==> config.mk <==
export PLATFORM = sky130hd
export DESIGN_NAME = stopwatch
export DESIGN_NICKNAME = d
export VERILOG_FILES = /design/src/verilog/stopwatch_pkg.sv /design/src/verilog/time_if.sv /design/src/verilog/tick_gen.sv /design/src/verilog/debouncer.sv /design/src/verilog/timer_seq.sv /design/src/verilog/display_7_seg.sv /design/src/verilog/stopwatch.sv
export SDC_FILE = /design/constraint.sdc
export NUM_CORES = 1
export LEC_CHECK = 0
export BUFFER_PORTS_ARGS = -buffer_cell sky130_fd_sc_hd__buf_2
export CORE_MARGIN = 3
export CORE_UTILIZATION = 30
export DETAILED_ROUTE_END_ITERATION = 12
export PLACE_DENSITY = 0.49
export RECOVER_POWER = 25
export SYNTH_ARGS = -nofsm -noshare
export SYNTH_HDL_FRONTEND = slang
export SYNTH_SLANG_ARGS = --single-unit
==> constraint.sdc <==
create_clock -name clk -period 2.1 [get_ports clk]
set_clock_uncertainty 0.15 [all_clocks]
set_input_delay 0.63 -clock clk [delete_from_list [all_inputs] [get_ports clk]]
set_output_delay 0.63 -clock clk [all_outputs]
set_load 0.005 [all_outputs]
==> src/verilog/stopwatch_pkg.sv <==
package stopwatch_pkg;

   // One BCD digit and one active-low segment vector (bit 0 is segment a)
   typedef logic [3:0] bcd_t;
   typedef logic [6:0] seg_t;

   localparam seg_t SEG_BLANK = 7'h7f;

   // Digit limits of the mm:ss fields
   localparam bcd_t UNITS_MAX    = 4'd9;
   localparam bcd_t SEC_TENS_MAX = 4'd5;
   localparam bcd_t MIN_TENS_MAX = 4'd5;

   // Meaning of the sel switch level
   localparam logic SEL_MINUTES = 1'b0;
   localparam logic SEL_SECONDS = 1'b1;

   //////////////////////////////////////////////////////////////////////
   // Digit to segment table, common anode so a lit segment is 0
   function automatic seg_t bcd_to_seg(input bcd_t value);
      seg_t pattern;
      case (value)
         4'd0:    pattern = 7'h40;
         4'd1:    pattern = 7'h79;
         4'd2:    pattern = 7'h24;
         4'd3:    pattern = 7'h30;
         4'd4:    pattern = 7'h19;
         4'd5:    pattern = 7'h12;
         4'd6:    pattern = 7'h02;
         4'd7:    pattern = 7'h78;
         4'd8:    pattern = 7'h00;
         4'd9:    pattern = 7'h10;
         // Codes above 9 never occur in a valid time
         default: pattern = SEG_BLANK;
      endcase
      return pattern;
   endfunction

endpackage

==> src/verilog/time_if.sv <==
`timescale 1ns/1ns

// Four BCD digits of the running time, timer to display
interface time_if;

   import stopwatch_pkg::*;

   // Seconds
   bcd_t units;
   bcd_t tens;

   // Minutes
   bcd_t hundreds;
   bcd_t thousands;

   // Timer owns the digits
   modport timer (
      output units,
      output tens,
      output hundreds,
      output thousands
   );

   // Display only reads them
   modport disp (
      input units,
      input tens,
      input hundreds,
      input thousands
   );

endinterface

==> src/verilog/tick_gen.sv <==
`timescale 1ns/1ns

module tick_gen #(
   parameter int DIV_1HZ  = 100_000_000,
   parameter int DIV_SCAN = 100_000
) (
   input  logic clk,
   input  logic rst_n,
   input  logic restart,
   output logic tick_1hz,
   output logic tick_2hz,
   output logic tick_scan,
   output logic blink
);

   localparam int HALF   = DIV_1HZ / 2;
   localparam int HALF_W = (HALF > 1) ? $clog2(HALF) : 1;
   localparam int SCAN_W = (DIV_SCAN > 1) ? $clog2(DIV_SCAN) : 1;

   logic [HALF_W-1:0] half_cnt;
   logic [SCAN_W-1:0] scan_cnt;
   logic              half_wrap;
   logic              scan_wrap;

   assign half_wrap = (half_cnt == HALF_W'(HALF - 1));
   assign scan_wrap = (scan_cnt == SCAN_W'(DIV_SCAN - 1));

   //////////////////////////////////////////////////////////////////////
   // Half-second chain, blink doubles as the second phase
   always_ff @(posedge clk or negedge rst_n) begin
      if (!rst_n) begin
         half_cnt <= '0;
         blink    <= 1'b0;
         tick_2hz <= 1'b0;
         tick_1hz <= 1'b0;
      end else if (restart) begin
         half_cnt <= '0;
         blink    <= 1'b0;
         tick_2hz <= 1'b0;
         tick_1hz <= 1'b0;
      end else begin
         half_cnt <= half_wrap ? '0 : half_cnt + 1'b1;
         tick_2hz <= half_wrap;
         // Every second half-second tick closes a full second
         tick_1hz <= half_wrap & blink;
         if (half_wrap)
            blink <= ~blink;
      end
   end

   // Digit scan rate
   always_ff @(posedge clk or negedge rst_n) begin
      if (!rst_n) begin
         scan_cnt  <= '0;
         tick_scan <= 1'b0;
      end else if (restart) begin
         scan_cnt  <= '0;
         tick_scan <= 1'b0;
      end else begin
         scan_cnt  <= scan_wrap ? '0 : scan_cnt + 1'b1;
         tick_scan <= scan_wrap;
      end
   end

endmodule

==> src/verilog/debouncer.sv <==
`timescale 1ns/1ns

module debouncer #(
   parameter int DEBOUNCE_CYCLES = 1_000_000
) (
   input  logic clk,
   input  logic rst_n,
   input  logic switch_input,
   output logic state,
   output logic press
);

   localparam int CNT_W = (DEBOUNCE_CYCLES > 1) ? $clog2(DEBOUNCE_CYCLES) : 1;

   logic             sync_1;
   logic             sync_2;
   logic [CNT_W-1:0] stable_cnt;
   logic             at_limit;

   //////////////////////////////////////////////////////////////////////
   // Two-flop synchronizer for the raw board input
   always_ff @(posedge clk or negedge rst_n) begin
      if (!rst_n) begin
         sync_1 <= 1'b0;
         sync_2 <= 1'b0;
      end else begin
         sync_1 <= switch_input;
         sync_2 <= sync_1;
      end
   end

   assign at_limit = (stable_cnt == CNT_W'(DEBOUNCE_CYCLES - 1));

   //////////////////////////////////////////////////////////////////////
   // Stability counter
   always_ff @(posedge clk or negedge rst_n) begin
      if (!rst_n) begin
         stable_cnt <= '0;
         state      <= 1'b0;
         press      <= 1'b0;
      end else begin
         press <= 1'b0;
         if (sync_2 == state) begin
            // Input agrees with state, any bounce so far is forgotten
            stable_cnt <= '0;
         end else if (at_limit) begin
            stable_cnt <= '0;
            state      <= sync_2;
            // Pulse in the same cycle that state goes high
            press      <= sync_2;
         end else begin
            stable_cnt <= stable_cnt + 1'b1;
         end
      end
   end

endmodule

==> src/verilog/timer_seq.sv <==
`timescale 1ns/1ns

module timer_seq (
   input  logic clk,
   input  logic rst_n,
   input  logic tick_1hz,
   input  logic tick_2hz,
   input  logic reset,
   input  logic pause,
   input  logic sel,
   input  logic adj,
   time_if.timer time_o
);

   import stopwatch_pkg::*;

   bcd_t units_q;
   bcd_t tens_q;
   bcd_t hundreds_q;
   bcd_t thousands_q;
   logic run_q;

   // {carry, tens, units} of a field after one step
   logic [8:0] sec_step;
   logic [8:0] min_step;

   //////////////////////////////////////////////////////////////////////
   // One step of a 00..59 field in BCD
   function automatic logic [8:0] step_field(
      input bcd_t units,
      input bcd_t tens,
      input bcd_t tens_max
   );
      logic [8:0] result;
      if (units != UNITS_MAX)
         result = {1'b0, tens, units + 4'd1};
      else if (tens != tens_max)
         result = {1'b0, tens + 4'd1, 4'd0};
      else
         result = {1'b1, 8'h00};
      return result;
   endfunction

   assign sec_step = step_field(units_q, tens_q, SEC_TENS_MAX);
   assign min_step = step_field(hundreds_q, thousands_q, MIN_TENS_MAX);

   //////////////////////////////////////////////////////////////////////
   // Time and run state
   always_ff @(posedge clk or negedge rst_n) begin
      if (!rst_n) begin
         units_q     <= '0;
         tens_q      <= '0;
         hundreds_q  <= '0;
         thousands_q <= '0;
         run_q       <= 1'b0;
      end else if (reset) begin
         units_q     <= '0;
         tens_q      <= '0;
         hundreds_q  <= '0;
         thousands_q <= '0;
         run_q       <= 1'b0;
      end else begin
         if (pause)
            run_q <= ~run_q;

         if (adj) begin
            // Adjust: the selected field runs alone at 2 Hz
            if (tick_2hz) begin
               if (sel == SEL_SECONDS)
                  {tens_q, units_q} <= sec_step[7:0];
               else
                  {thousands_q, hundreds_q} <= min_step[7:0];
            end
         end else if (run_q && tick_1hz) begin
            {tens_q, units_q} <= sec_step[7:0];
            // Seconds carry into minutes; the minute carry at 59:59 is the wrap
            if (sec_step[8])
               {thousands_q, hundreds_q} <= min_step[7:0];
         end
      end
   end

   assign time_o.units     = units_q;
   assign time_o.tens      = tens_q;
   assign time_o.hundreds  = hundreds_q;
   assign time_o.thousands = thousands_q;

endmodule

==> src/verilog/display_7_seg.sv <==
`timescale 1ns/1ns

module display_7_seg (
   input  logic                 clk,
   input  logic                 rst_n,
   input  logic                 tick_scan,
   input  logic                 blink,
   input  logic                 sel,
   input  logic                 adj,
   time_if.disp                 time_i,
   output stopwatch_pkg::seg_t  seg,
   output logic [3:0]           digit
);

   import stopwatch_pkg::*;

   logic [1:0] scan_idx;
   logic       scan_on;
   bcd_t       cur_digit;
   logic       field_is_min;
   logic       blank_now;

   //////////////////////////////////////////////////////////////////////
   // Scan index, 0 is units and 3 is minute tens
   always_ff @(posedge clk or negedge rst_n) begin
      if (!rst_n) begin
         // First tick lands on units
         scan_idx <= 2'd3;
         scan_on  <= 1'b0;
      end else if (tick_scan) begin
         scan_idx <= scan_idx + 2'd1;
         scan_on  <= 1'b1;
      end
   end

   // Digit under the scan
   always_comb begin
      case (scan_idx)
         2'd0:    cur_digit = time_i.units;
         2'd1:    cur_digit = time_i.tens;
         2'd2:    cur_digit = time_i.hundreds;
         default: cur_digit = time_i.thousands;
      endcase
   end

   // Upper two positions are the minutes
   assign field_is_min = scan_idx[1];

   // Blank the field under adjustment during the blink-high half
   assign blank_now = adj && blink && (field_is_min == (sel == SEL_MINUTES));

   //////////////////////////////////////////////////////////////////////
   // Registered drive to the display pins
   always_ff @(posedge clk or negedge rst_n) begin
      if (!rst_n) begin
         seg   <= SEG_BLANK;
         digit <= 4'hf;
      end else if (scan_on) begin
         digit <= ~(4'b0001 << scan_idx);
         seg   <= blank_now ? SEG_BLANK : bcd_to_seg(cur_digit);
      end
   end

endmodule

==> src/verilog/stopwatch.sv <==
`timescale 1ns/1ns

module stopwatch #(
   parameter int DIV_1HZ         = 100_000_000,
   parameter int DIV_SCAN        = 100_000,
   parameter int DEBOUNCE_CYCLES = 1_000_000
) (
   input  logic                clk,
   input  logic                rst_n,
   input  logic                pause,
   input  logic                reset,
   input  logic [1:0]          sw,
   output stopwatch_pkg::seg_t seg,
   output logic [3:0]          digit
);

   // Ticks from the prescaler
   logic tick_1hz;
   logic tick_2hz;
   logic tick_scan;
   logic blink;

   // Cleaned buttons and switches
   logic rst_press;
   logic rst_state;
   logic pause_press;
   logic sel_state;
   logic adj_state;

   time_if time_bus ();

   //////////////////////////////////////////////////////////////////////
   // Timing
   tick_gen #(
      .DIV_1HZ  (DIV_1HZ),
      .DIV_SCAN (DIV_SCAN)
   ) i_tick_gen (
      .clk       (clk),
      .rst_n     (rst_n),
      .restart   (rst_press),
      .tick_1hz  (tick_1hz),
      .tick_2hz  (tick_2hz),
      .tick_scan (tick_scan),
      .blink     (blink)
   );

   //////////////////////////////////////////////////////////////////////
   // Inputs, sw[0] is sel and sw[1] is adj
   debouncer #(.DEBOUNCE_CYCLES(DEBOUNCE_CYCLES)) i_deb_reset (
      .clk(clk), .rst_n(rst_n), .switch_input(reset),
      .state(rst_state), .press(rst_press)
   );

   debouncer #(.DEBOUNCE_CYCLES(DEBOUNCE_CYCLES)) i_deb_pause (
      .clk(clk), .rst_n(rst_n), .switch_input(pause),
      .state(), .press(pause_press)
   );

   debouncer #(.DEBOUNCE_CYCLES(DEBOUNCE_CYCLES)) i_deb_sel (
      .clk(clk), .rst_n(rst_n), .switch_input(sw[0]),
      .state(sel_state), .press()
   );

   debouncer #(.DEBOUNCE_CYCLES(DEBOUNCE_CYCLES)) i_deb_adj (
      .clk(clk), .rst_n(rst_n), .switch_input(sw[1]),
      .state(adj_state), .press()
   );

   //////////////////////////////////////////////////////////////////////
   // Time keeping and display
   timer_seq i_timer_seq (
      .clk      (clk),
      .rst_n    (rst_n),
      .tick_1hz (tick_1hz),
      .tick_2hz (tick_2hz),
      .reset    (rst_press | rst_state),
      .pause    (pause_press),
      .sel      (sel_state),
      .adj      (adj_state),
      .time_o   (time_bus.timer)
   );

   display_7_seg i_display (
      .clk       (clk),
      .rst_n     (rst_n),
      .tick_scan (tick_scan),
      .blink     (blink),
      .sel       (sel_state),
      .adj       (adj_state),
      .time_i    (time_bus.disp),
      .seg       (seg),
      .digit     (digit)
   );

endmodule

# Yosys cells after proc, flatten, opt, wreduce, memory -nomap -nowiden
# Memory sizes are Yosys's and may differ from the RTL's.
# Index checks and enable logic that the tools add are counted.
# totals
out_inout_bits	11
input_bits	6
reg_bits	172
word_cells	141
romBits	112
mem_count	1
# memory_table
name	words	word_bits	rd	rd_ports_with_merged_regs	wr	line_no	rtl
(name not given)	16	7	1	0	0	stopwatch_pkg.sv:22	case (value)
# op_classes
add_sub_neg	11
muxes	51
n_bitwise	10
reduce_logical	14
shift	1
eq_ne	20
# ops
operator	count
20-bit 2-to-1 mux	8
4-bit 2-to-1 mux	22
20-bit by 1-bit adder with 20-bit output, second input constant	4
20-bit == test, second input constant	4
26-bit 2-to-1 mux	2
17-bit 2-to-1 mux	2
26-bit by 1-bit adder with 26-bit output, second input constant	1
26-bit == test, second input constant	1
9-bit 2-to-1 mux	2
17-bit by 1-bit adder with 17-bit output, second input constant	1
17-bit == test, second input constant	1
4-bit by 1-bit adder with 4-bit output, second input constant	4
8-bit 2-to-1 mux	2
4-bit one-hot mux with 3 select lines	1
1-bit 2-to-1 mux	11
3-bit by 2-bit inequality test with 1-bit output, second input constant	3
4-bit by 3-bit inequality test with 1-bit output, second input constant	2
4-bit inequality test, second input constant	2
2-bit AND reduction	4
7-bit 2-to-1 mux	1
1-bit inverter	7
3-bit nonzero test	2
1-bit == test	5
4-bit inverter	1
other kinds (11)	14

# Logic depth before layout (Yosys ltp)
# Gate-level depths: netlist of the first run.
# logic_depth
word_depth	7
depth_mapped	9
mapped_depth_nobuf	9

# Cells and area by module
# From an unflattened synthesis of the first run, not the netlist that was laid out.
# unflattened
hier_cells	903
hier_area_um2	8846.0
# modules_own_cells
mod	area_each_um2	instances	seq_area_each_um2	cells_per_inst
debouncer	1136.1	4	600.6	116
tick_gen	2377.3	1	1176.1	243
timer_seq	1071.0	1	425.4	108
display_7_seg	847.1	1	366.6	87
stopwatch	6.3	1	0.0	1

# Least setup slack after synthesis of the first run
# No wires, ideal clock.
# synth_path
path_kind	register to register
start	register i_display.scan_idx[0]
end	register i_display.seg[6]
period_less_slack_ns	2.323
path_stages_with_launch	9
setup_slack_ns	-0.223
arrival_time_ns	2.072
path_buffers	0
setup_ns	0.101
required_ns	1.849
path_cell_list	dfstp_2 inv_1 ha_1 a222oi_1 mux2_2 inv_1 ha_1 nor4_1 a311oi_1
# synth_via
elab_chain_len	4
elab_cells_between_ends	6
cone_classes	eq/ne (2); mux (2); reduce/logical (1); memory (1)
# synth_rtl
item	line_no	rtl
start, declared	display_7_seg.sv:17	logic [1:0] scan_idx;
start signal, assigned	display_7_seg.sv:31	scan_idx <= scan_idx + 2'd1;
2-bit == test (tied with other cells)	display_7_seg.sv:38	case (scan_idx)
4-bit one-hot mux with 3 select lines (*)	display_7_seg.sv:38	
memory read 16 x 7 bit (*)	n/a	
7-bit 2-to-1 mux (*)	display_7_seg.sv:60	seg <= blank_now ? SEG_BLANK : bcd_to_seg(cur_digit);
end signal, assigned	display_7_seg.sv:60	
end, declared	display_7_seg.sv:11	output stopwatch_pkg::seg_t seg,
# Every way passes the cells marked *; elsewhere a longest branch is shown, timed or not.
# A chain may end at the register's enable or synchronous reset.

# Worst setup path in the final report of the first run
# layout_path
start	register i_display.scan_idx[0]
end	register i_display.seg[3]
# Same word-level chain as after synthesis.

==> results of run 1 <==
==> cell type report <==
class                   count  area, µm²
clock buffers              21        470
clock inverters            11        164
repair buffers             75        632
well taps                 372        465
flip-flops and latches    172       4320
fillers                  2709      17000
multi-input cells         612       3930
inverters                  25       96.3
==> cell usage after synthesis, types with 5 or more instances <==
cell type,count
buf_2,9
ha_1,22
nand4_1,27
nand2_1,56
o31ai_1,6
nand3_1,58
a22oi_1,5
inv_1,25
nor2_1,161
a21oi_1,11
dfstp_2,13
mux2_2,7
xor2_1,66
o21ai_0,16
and3_1,24
nor3_1,19
dfrtp_1,159
or3_1,5
nand3b_1,6
xnor2_1,54
and4_1,9
nor4_1,12
==> kinds of logic (layout without fill, tap and decap cells) <==
logic type / count (synthesis) / count (layout)
buffers and inverters: 42 / 132
XOR/XNOR: 120 / 120
AO/OA/AOI/OAI: 52 / 52
multiplexers: 10 / 10
AND/OR/NAND/NOR: 408 / 408
adder cells (fa/ha/maj): 22 / 22
flip-flops: 172 / 172
==> state kept, by name (all words and copies together), names as in the netlist, 2 cells and up <==
signal                        cells
i_display.scan_idx                2
i_display.digit                   4
i_display.seg                     7
i_timer_seq.time_o.units          4
i_tick_gen.scan_cnt              17
i_timer_seq.time_o.thousands      4
i_timer_seq.time_o.tens           4
i_tick_gen.half_cnt              26
i_deb_reset.stable_cnt           20
i_deb_pause.stable_cnt           20
i_timer_seq.time_o.hundreds       4
i_deb_sel.stable_cnt             20
i_deb_adj.stable_cnt             20
==> layer usage <==
metal  share of wire, %  global-route usage [%]  wire (µm)  vias up
li1                   -                       -          -     2967
met1                 50                    16.4       8340     2868
met2                 46                    18.8       7600       35
met3                1.9                    2.54        307       17
met4                1.6                    3.64        268        0
met5                  0                       0          0        -
==> critical path: stages (launching register included) <==
cell and delay, ps:
dfstp_2 580, inv_4 60, ha_4 160, a222oi_1 310
buf_4 180, mux2_4 180, nor2_1 60, mux2_4 290
o22a_1 170
==> power breakdown <==
group	switching (µW)	internal [µW]	leakage [µW]	total, µW
clock	1300	2080	0.000309	3390
combinational	109	56.0	0.00185	165
sequential	23.7	3340	0.00230	3360
==> per-stage QoR <==
step                      instance area, µm²  util [%]  instances  setup WS, ps
final                                  10100      37.2       1288          -111
after global placement                  9270      34.2       1249          -118
after detailed placement                9270      34.2       1249          -186
after floorplan                         8350         -        826          4.65
after global routing                   10100      37.2       1288          -198
after CTS                               9960      36.8       1285          -111
==> how the worst max path moves through the flow <==
| stage | from | to | cells past startpoint |
|---|---|---|---|
| global route | i_display.scan_idx[1] | i_display.seg[0] | 11 |
| detailed placement | i_display.scan_idx[0] | i_display.seg[3] | 8 |
| global placement | i_display.scan_idx[0] | i_display.seg[3] | 8 |
| CTS | i_display.scan_idx[0] | i_display.seg[0] | 8 |
| finish | i_display.scan_idx[0] | i_display.seg[3] | 8 |
| floorplan | i_display.scan_idx[0] | i_display.seg[3] | 8 |
==> repair_timing <==
action | 4_1_cts | 5_1_grt
resized for setup | 9 | 21
endpoints found under the hold margin | 21 | 0
endpoints found under the setup margin | 7 | 37
setup buffers | 3 | 3
pin swaps | 7 | 16
gates cloned | 0 | 0
hold buffers | 1 | 0
==> results.md, run 1 <==
* Final-stage net count at just over 900
* Top cells by area, synth: dfrtp_1 (48%), nor2_1 (7.3%), xor2_1 (7.0%)
* Synth warn at 0
* First-pass GRT wire length at 28.9 mm
* Worst setup EP type: flop
* Status: finished with violations
* Via count at approximately 6000
* RSZ-0062 raised after global routing: true
* Hold slack at roughly 160 ps
* Register clock-pin slew on the reported worst setup and hold paths at 60 ps
* H-tree depth at 4
* WL final at ~17 mm
* Peak supply drop at between 400 and 500 µV
* DR DRC count at 0
* Worst-margin pin slew at roughly 750 ps
* Die Width at between 150 and 200 µm
* Cells after Synth at slightly above 800
* Setup_tns at -417 ps
* XOR/XNOR Fraction of Synth Area at around an eighth
* Post-synth cell types at 52
* Synth Area per Inst at a little over 10 µm²
* Layout cell share with drive strength beyond 1 at about 17%
* Drt first pass iters at 4
* Adder-Cell Fraction of Synth Area at ~3.3%
* CP arrival at between 2000 and 2500 ps
* Cell Rows at 60
* Vias in the first global route at 5926
* Reg2reg end: i_display.seg[3]
* Die area at 29700 µm²
* Final setup vio count at 5
* Post-synthesis mux area share at 1.31%
* Tmin final at ~2200 ps
* Compound-cell area share of the yosys netlist at under 10%
* Worst Slack Setup Final at -111 ps
* FFs w/ async S/R, synth at between 90% and 100%
* Clock tree buffer depth at 2
* Avg Vias per Cell at about 4.6
* Fmax at between 0.4 and 0.5 GHz
* PD cells at 686 nW/µm²
* CTS Buf Count at 17
* Hold/Removal Path Class: in2reg
* Clock root buffer master: clkbuf_16
* Yosys top cell by area: dfrtp_1
* Fin. max-slew vios at 0
* Critical Path Start Type: flop
* Hold-critical path depth at 1
* Synth Register Bits at between 150 and 200
* Initial drt markers at about 360
* P&R area growth vs syn at 21.4%
* Clock latency on the worst-skew pair at 430 ps
* Post-synth EDFFs at 0
* Leak at around 0.0045 µW
* Largest net degree at the start of global routing at 51
* Syn nets at between 800 and 900
* Hold violation count in the final report at 0
* Final period util at 105%
* Worst relative slew slack at about half
* R2r setup slk at -110 ps
* Core Region at approximately 27000 µm²
* Post-DP HPWL at around 11 mm
* Type of the worst setup path: reg2reg
* Grt ovf at 0
* Placer congestion estimate at around 0.76
* Commonest non-fill, non-tap cell in the layout: nor2_1
* Antenna violations before repair at 0
* Netlist Area Pre-Place at roughly 8300 µm²
* CTS tree: done
* Most frequent cells in the layout: nor2_1 (160), dfrtp_1 (158), xor2_1 (66), nand3_1 (58), nand2_1 (55)
* Initial Util at between 30% and 40%
* Hold_sp: reset
* Count of input and output buffers at 16
* Top cell type's share of synthesized area at between 40% and 50%
* MaxCap Viol Count at 0
* Height of the chip at roughly 170 µm
* Reg2Reg Depth at 8
* FF-to-FF Start: i_display.scan_idx[0]
* Tot Pwr at 6910 µW
* WL/cell at approximately 13 µm
* Largest family of logic cells by synthesized area: simple AND/OR/NAND/NOR gates
* Required time worst endpoint at about 2300 ps
* Top_reg_cell synth: dfrtp_1
* # IOs at 17
* CTS sink count at 172
* Failing checks: setup timing
* Detail Route Antenna Nets at 0
* Antenna cells at 0
* Worst-path maximum fanout at 4
* Sequential fraction of the synthesis area at about 52%
* All-Layer GR Usage at between 10% and 20%
* Hold Path Sink: i_deb_reset.sync_1
* Simple-gate share of the synthesized area at 24.1%
(Power assumes the default switching activity.)
==> run 2: changes to the inputs <==
--- a/config.mk
+++ b/config.mk
@@ -5,9 +5,12 @@
 export SDC_FILE = /design/constraint.sdc
 export NUM_CORES = 1
 export LEC_CHECK = 0
+export ABC_AREA = 1
 export BUFFER_PORTS_ARGS = -buffer_cell sky130_fd_sc_hd__buf_2
 export CORE_MARGIN = 3
 export CORE_UTILIZATION = 30
+export CTS_CLUSTER_DIAMETER = 40
+export CTS_CLUSTER_SIZE = 14
 export DETAILED_ROUTE_END_ITERATION = 12
 export PLACE_DENSITY = 0.49
 export RECOVER_POWER = 25
==> results.md, run 2 <==
* Status: finished, final reports clean (was finished with violations)
* CP arrival at 2230 ps (was 2420 ps)
* Detail Route Antenna Nets at 0 (unchanged)
* Peak supply drop at 533 µV (was 480 µV)
* Largest net degree at the start of global routing at 40 (was 51)
* Worst setup EP type: flop (unchanged)
* Hold_sp: pause (was reset)
* Syn nets at 1252 (was 854)
* Slowest CP cell: dfstp_2 (unchanged)
* CTS sink count at 172 (unchanged)
* Required time worst endpoint at 2310 ps (about the same)
* Reg2Reg Depth at 12 (was 8)
* Critical Path Start Type: flop (unchanged)
* Avg Vias per Cell at 4.53 (was 4.57)
* Reg2reg end: i_display.seg[6] (was i_display.seg[3])
* Layout cell share with drive strength beyond 1 at 13.2% (was 17.4%)
* Tmin final at 2010 ps (was 2210 ps)
* Crit path buffers/inverters at 2 (unchanged)
* Final setup vio count at 0 (was 5)
* Count of input and output buffers at 16 (unchanged)
* Finished Cell Area at 11000 µm² (was 10100 µm²)
* CTS tree: done (unchanged)
* Finished Layout Cells at 1682 (was 1288)
* Most frequent cells in the layout: nand2_1 (251), nor2_1 (236), dfrtp_1 (159), inv_1 (153), nand3_1 (79) (was nor2_1 (160), dfrtp_1 (158), xor2_1 (66), nand3_1 (58), nand2_1 (55))
* Antenna cells at 0 (unchanged)
* Worst relative slew slack at 63.8% (was 50.0%)
* # IOs at 17 (unchanged)
* FF-to-FF Start: i_display.scan_idx[1] (was i_display.scan_idx[0])
* Leak at 0.00501 µW (was 0.00445 µW)
* MaxCap Viol Count at 0 (unchanged)
* Yosys top cell by area: dfrtp_1 (unchanged)
* Most used standard cell by instance count after synthesis: nand2_1 (was nor2_1)
* H-tree depth at 4 (unchanged)
* Antenna violations before repair at 0 (unchanged)
* Height of the chip at 185 µm (was 172 µm)
* Hold/Removal Path Class: in2reg (unchanged)
* Cells after Synth at 1224 (was 826)
* Type of the worst setup path: reg2reg (unchanged)
* Final period util at 96.0% (was 105%)
* Via count at 7614 (was 5887)
* Post-DP HPWL at 14.9 mm (was 11.3 mm)
* Core Region at 31000 µm² (was 27100 µm²)
* Top cells by area, synth: dfrtp_1 (42%), nand2_1 (9.9%), nor2_1 (9.3%) (was dfrtp_1 (48%), nor2_1 (7.3%), xor2_1 (7.0%))
* Worst Setup SP: i_display.scan_idx[1] (was i_display.scan_idx[0])
* DR DRC count at 0 (unchanged)
* FFs w/ async S/R, synth at 100% (unchanged)
* Worst-margin pin slew at 538 ps (was 750 ps)
* Post-Place Cells at 1647 (was 1249)
* Die area at 34100 µm² (was 29700 µm²)
* Register clock-pin slew on the reported worst setup and hold paths at 70 ps (was 60 ps)
* Post-DP Area at 10300 µm² (was 9270 µm²)
* Crit-path cells: inv_2 -> ha_2 -> nand2_1 -> nand2_1 -> o21ai_2 -> inv_2 -> ha_1 -> nand3b_1 -> nand2_1 -> nor2_1 -> nor2_1 -> nor2_1 (was inv_4 -> ha_4 -> a222oi_1 -> buf_4 -> mux2_4 -> nor2_1 -> mux2_4 -> o22a_1)
* Clock root buffer master: clkbuf_16 (unchanged)
* Top cells by count, synth: nand2_1 (252), nor2_1 (238), dfrtp_1 (159) (was nor2_1 (161), dfrtp_1 (159), xor2_1 (66))
* WL final at 20.2 mm (was 16.5 mm)
* Setup_tns at 0 ps (was -417 ps)
* Post-synth cell types at 48 (was 52)
* Final-stage net count at 1301 (was 931)
* Synth warn at 0 (unchanged)
* CP delay by family, top: flip-flops (unchanged)
* Top cell type's share of synthesized area at 41.6% (was 47.9%)
* Placer congestion estimate at 0.811 (was 0.763)
* Most flops, register: i_tick_gen.half_cnt (unchanged)
* Clock tree buffer depth at 2 (unchanged)
* Top_reg_cell synth: dfrtp_1 (unchanged)
* Fillers at 3265 (was 2709)
* Hold violation count in the final report at 0 (unchanged)
* P&R area growth vs syn at 14.7% (was 21.4%)
* Fin. max-slew vios at 0 (unchanged)
* Synth Area per Inst at 7.82 µm² (was 10.1 µm²)
* First-pass GRT wire length at 34.9 mm (was 28.9 mm)
* Sequential fraction of the synthesis area at 45.2% (was 52.0%)
* Fmax at 0.496 GHz (was 0.452 GHz)
* Slowest stage delay, CP at 590 ps (was 580 ps)
* Vias in the first global route at 7282 (was 5926)
* Worst-path maximum fanout at 6 (was 4)
* Grt ovf at 0 (unchanged)
* Post-synth EDFFs at 0 (unchanged)
* Die Width at 185 µm (was 172 µm)
* Hold slack at 152 ps (was 159 ps)
* PD cells at 624 nW/µm² (was 686 nW/µm²)
* WL/cell at 12.0 µm (was 12.8 µm)
* Drt first pass iters at 4 (unchanged)
* Hold-critical path depth at 1 (unchanged)
* R2r setup slk at 90 ps (was -110 ps)
* Netlist Area Pre-Place at 9570 µm² (was 8310 µm²)
* Worst Setup EP: i_display.seg[6] (was i_display.seg[3])
* Synth Register Bits at 172 (unchanged)
* Cell Rows at 64 (was 60)
* Commonest non-fill, non-tap cell in the layout: nand2_1 (was nor2_1)
* Initial drt markers at 320 (was 362)
* CTS Buf Count at 17 (unchanged)
* Max reg flops at 26 (unchanged)
* Initial Util at 30.9% (was 30.6%)
* RSZ-0062 raised after global routing: true (unchanged)
* WP depth at 12 (was 8)
* Clock latency on the worst-skew pair at 440 ps (was 430 ps)
* All-Layer GR Usage at 12.4% (was 11.9%)
-- run 2: layout make-up --
class / instances / area [µm²] / share of cell area, %
multi-input cells: 876 / 4610 / 42.0
flip-flops and latches: 172 / 4320 / 39.4
inverters: 171 / 652 / 5.94
well taps: 396 / 495 / 4.52
clock buffers: 17 / 425 / 3.88
repair buffers: 35 / 284 / 2.59
clock inverters: 15 / 185 / 1.69
-- run 2: cell families after synthesis --
logic type / count (synthesis) / synth area share [%]
xor gates and xnor gates: 54 / 5.02
muxes: 2 / 0.209
adders and majority gates: 22 / 2.88
and+or+nand+nor: 721 / 34.8
DFF: 172 / 45.2
buffers and inverters: 176 / 7.18
AOI/OAI and AO/OA: 77 / 4.71
-- run 2: metal layers --
layer | vias to the layer above | part of all wire (%) | wire length [µm] | track usage, %
met5 | - | 0 | 0 | 0
met1 | 3506 | 51 | 10300 | 17.5
met3 | 25 | 3.2 | 655 | 2.51
li1 | 3982 | - | - | -
met2 | 101 | 44 | 8840 | 19.0
met4 | 0 | 1.6 | 319 | 4.02
-- run 2: power breakdown --
| group | switching [µW] | leakage [µW] | internal, µW |
|---|---|---|---|
| combinational | 120 | 0.00241 | 47.3 |
| sequential | 20.7 | 0.00230 | 3340 |
| clock | 1500 | 0.000300 | 1820 |
| total | 1640 | 0.00501 | 5210 |
-- run 2: worst min path at each step --
stage	slack [ps]	end
finish	150	i_deb_pause.sync_1
global route	130	i_deb_sel.sync_1
CTS	120	i_deb_reset.sync_1
detailed placement	190	i_deb_pause.sync_2
global placement	190	i_deb_pause.sync_2
floorplan	180	i_deb_adj.stable_cnt[0]
-- run 2: worst reg2reg max path: cells and delay by family (launching register included) --
kind | cells | cell delay (ps)
adders and majority gates | 2 | 390
DFF | 1 | 590
and+or+nand+nor | 7 | 530
AOI/OAI and AO/OA | 1 | 150
buffers and inverters | 2 | 150
-- run 2: metrics by stage --
step / setup WS (ps) / total power [µW] / util, %
3_3_place_gp: 66.3 / 3600 / 33.2
3_5_place_dp: 27.9 / 3600 / 33.2
6_report: 85.0 / 6850 / 35.4
4_1_cts: 8.08 / 6980 / 35.2
5_1_grt: -46.2 / 7130 / 35.4
2_1_floorplan: 68.1 / 3480 / -
-- run 2: timing repair --
item                                   in CTS  in global routing
endpoints found under the hold margin      30                  0
setup endpoints to repair                   0                  8
resized for setup                           0                 13
buffers inserted                            0                  2
hold buffers                                1                  0
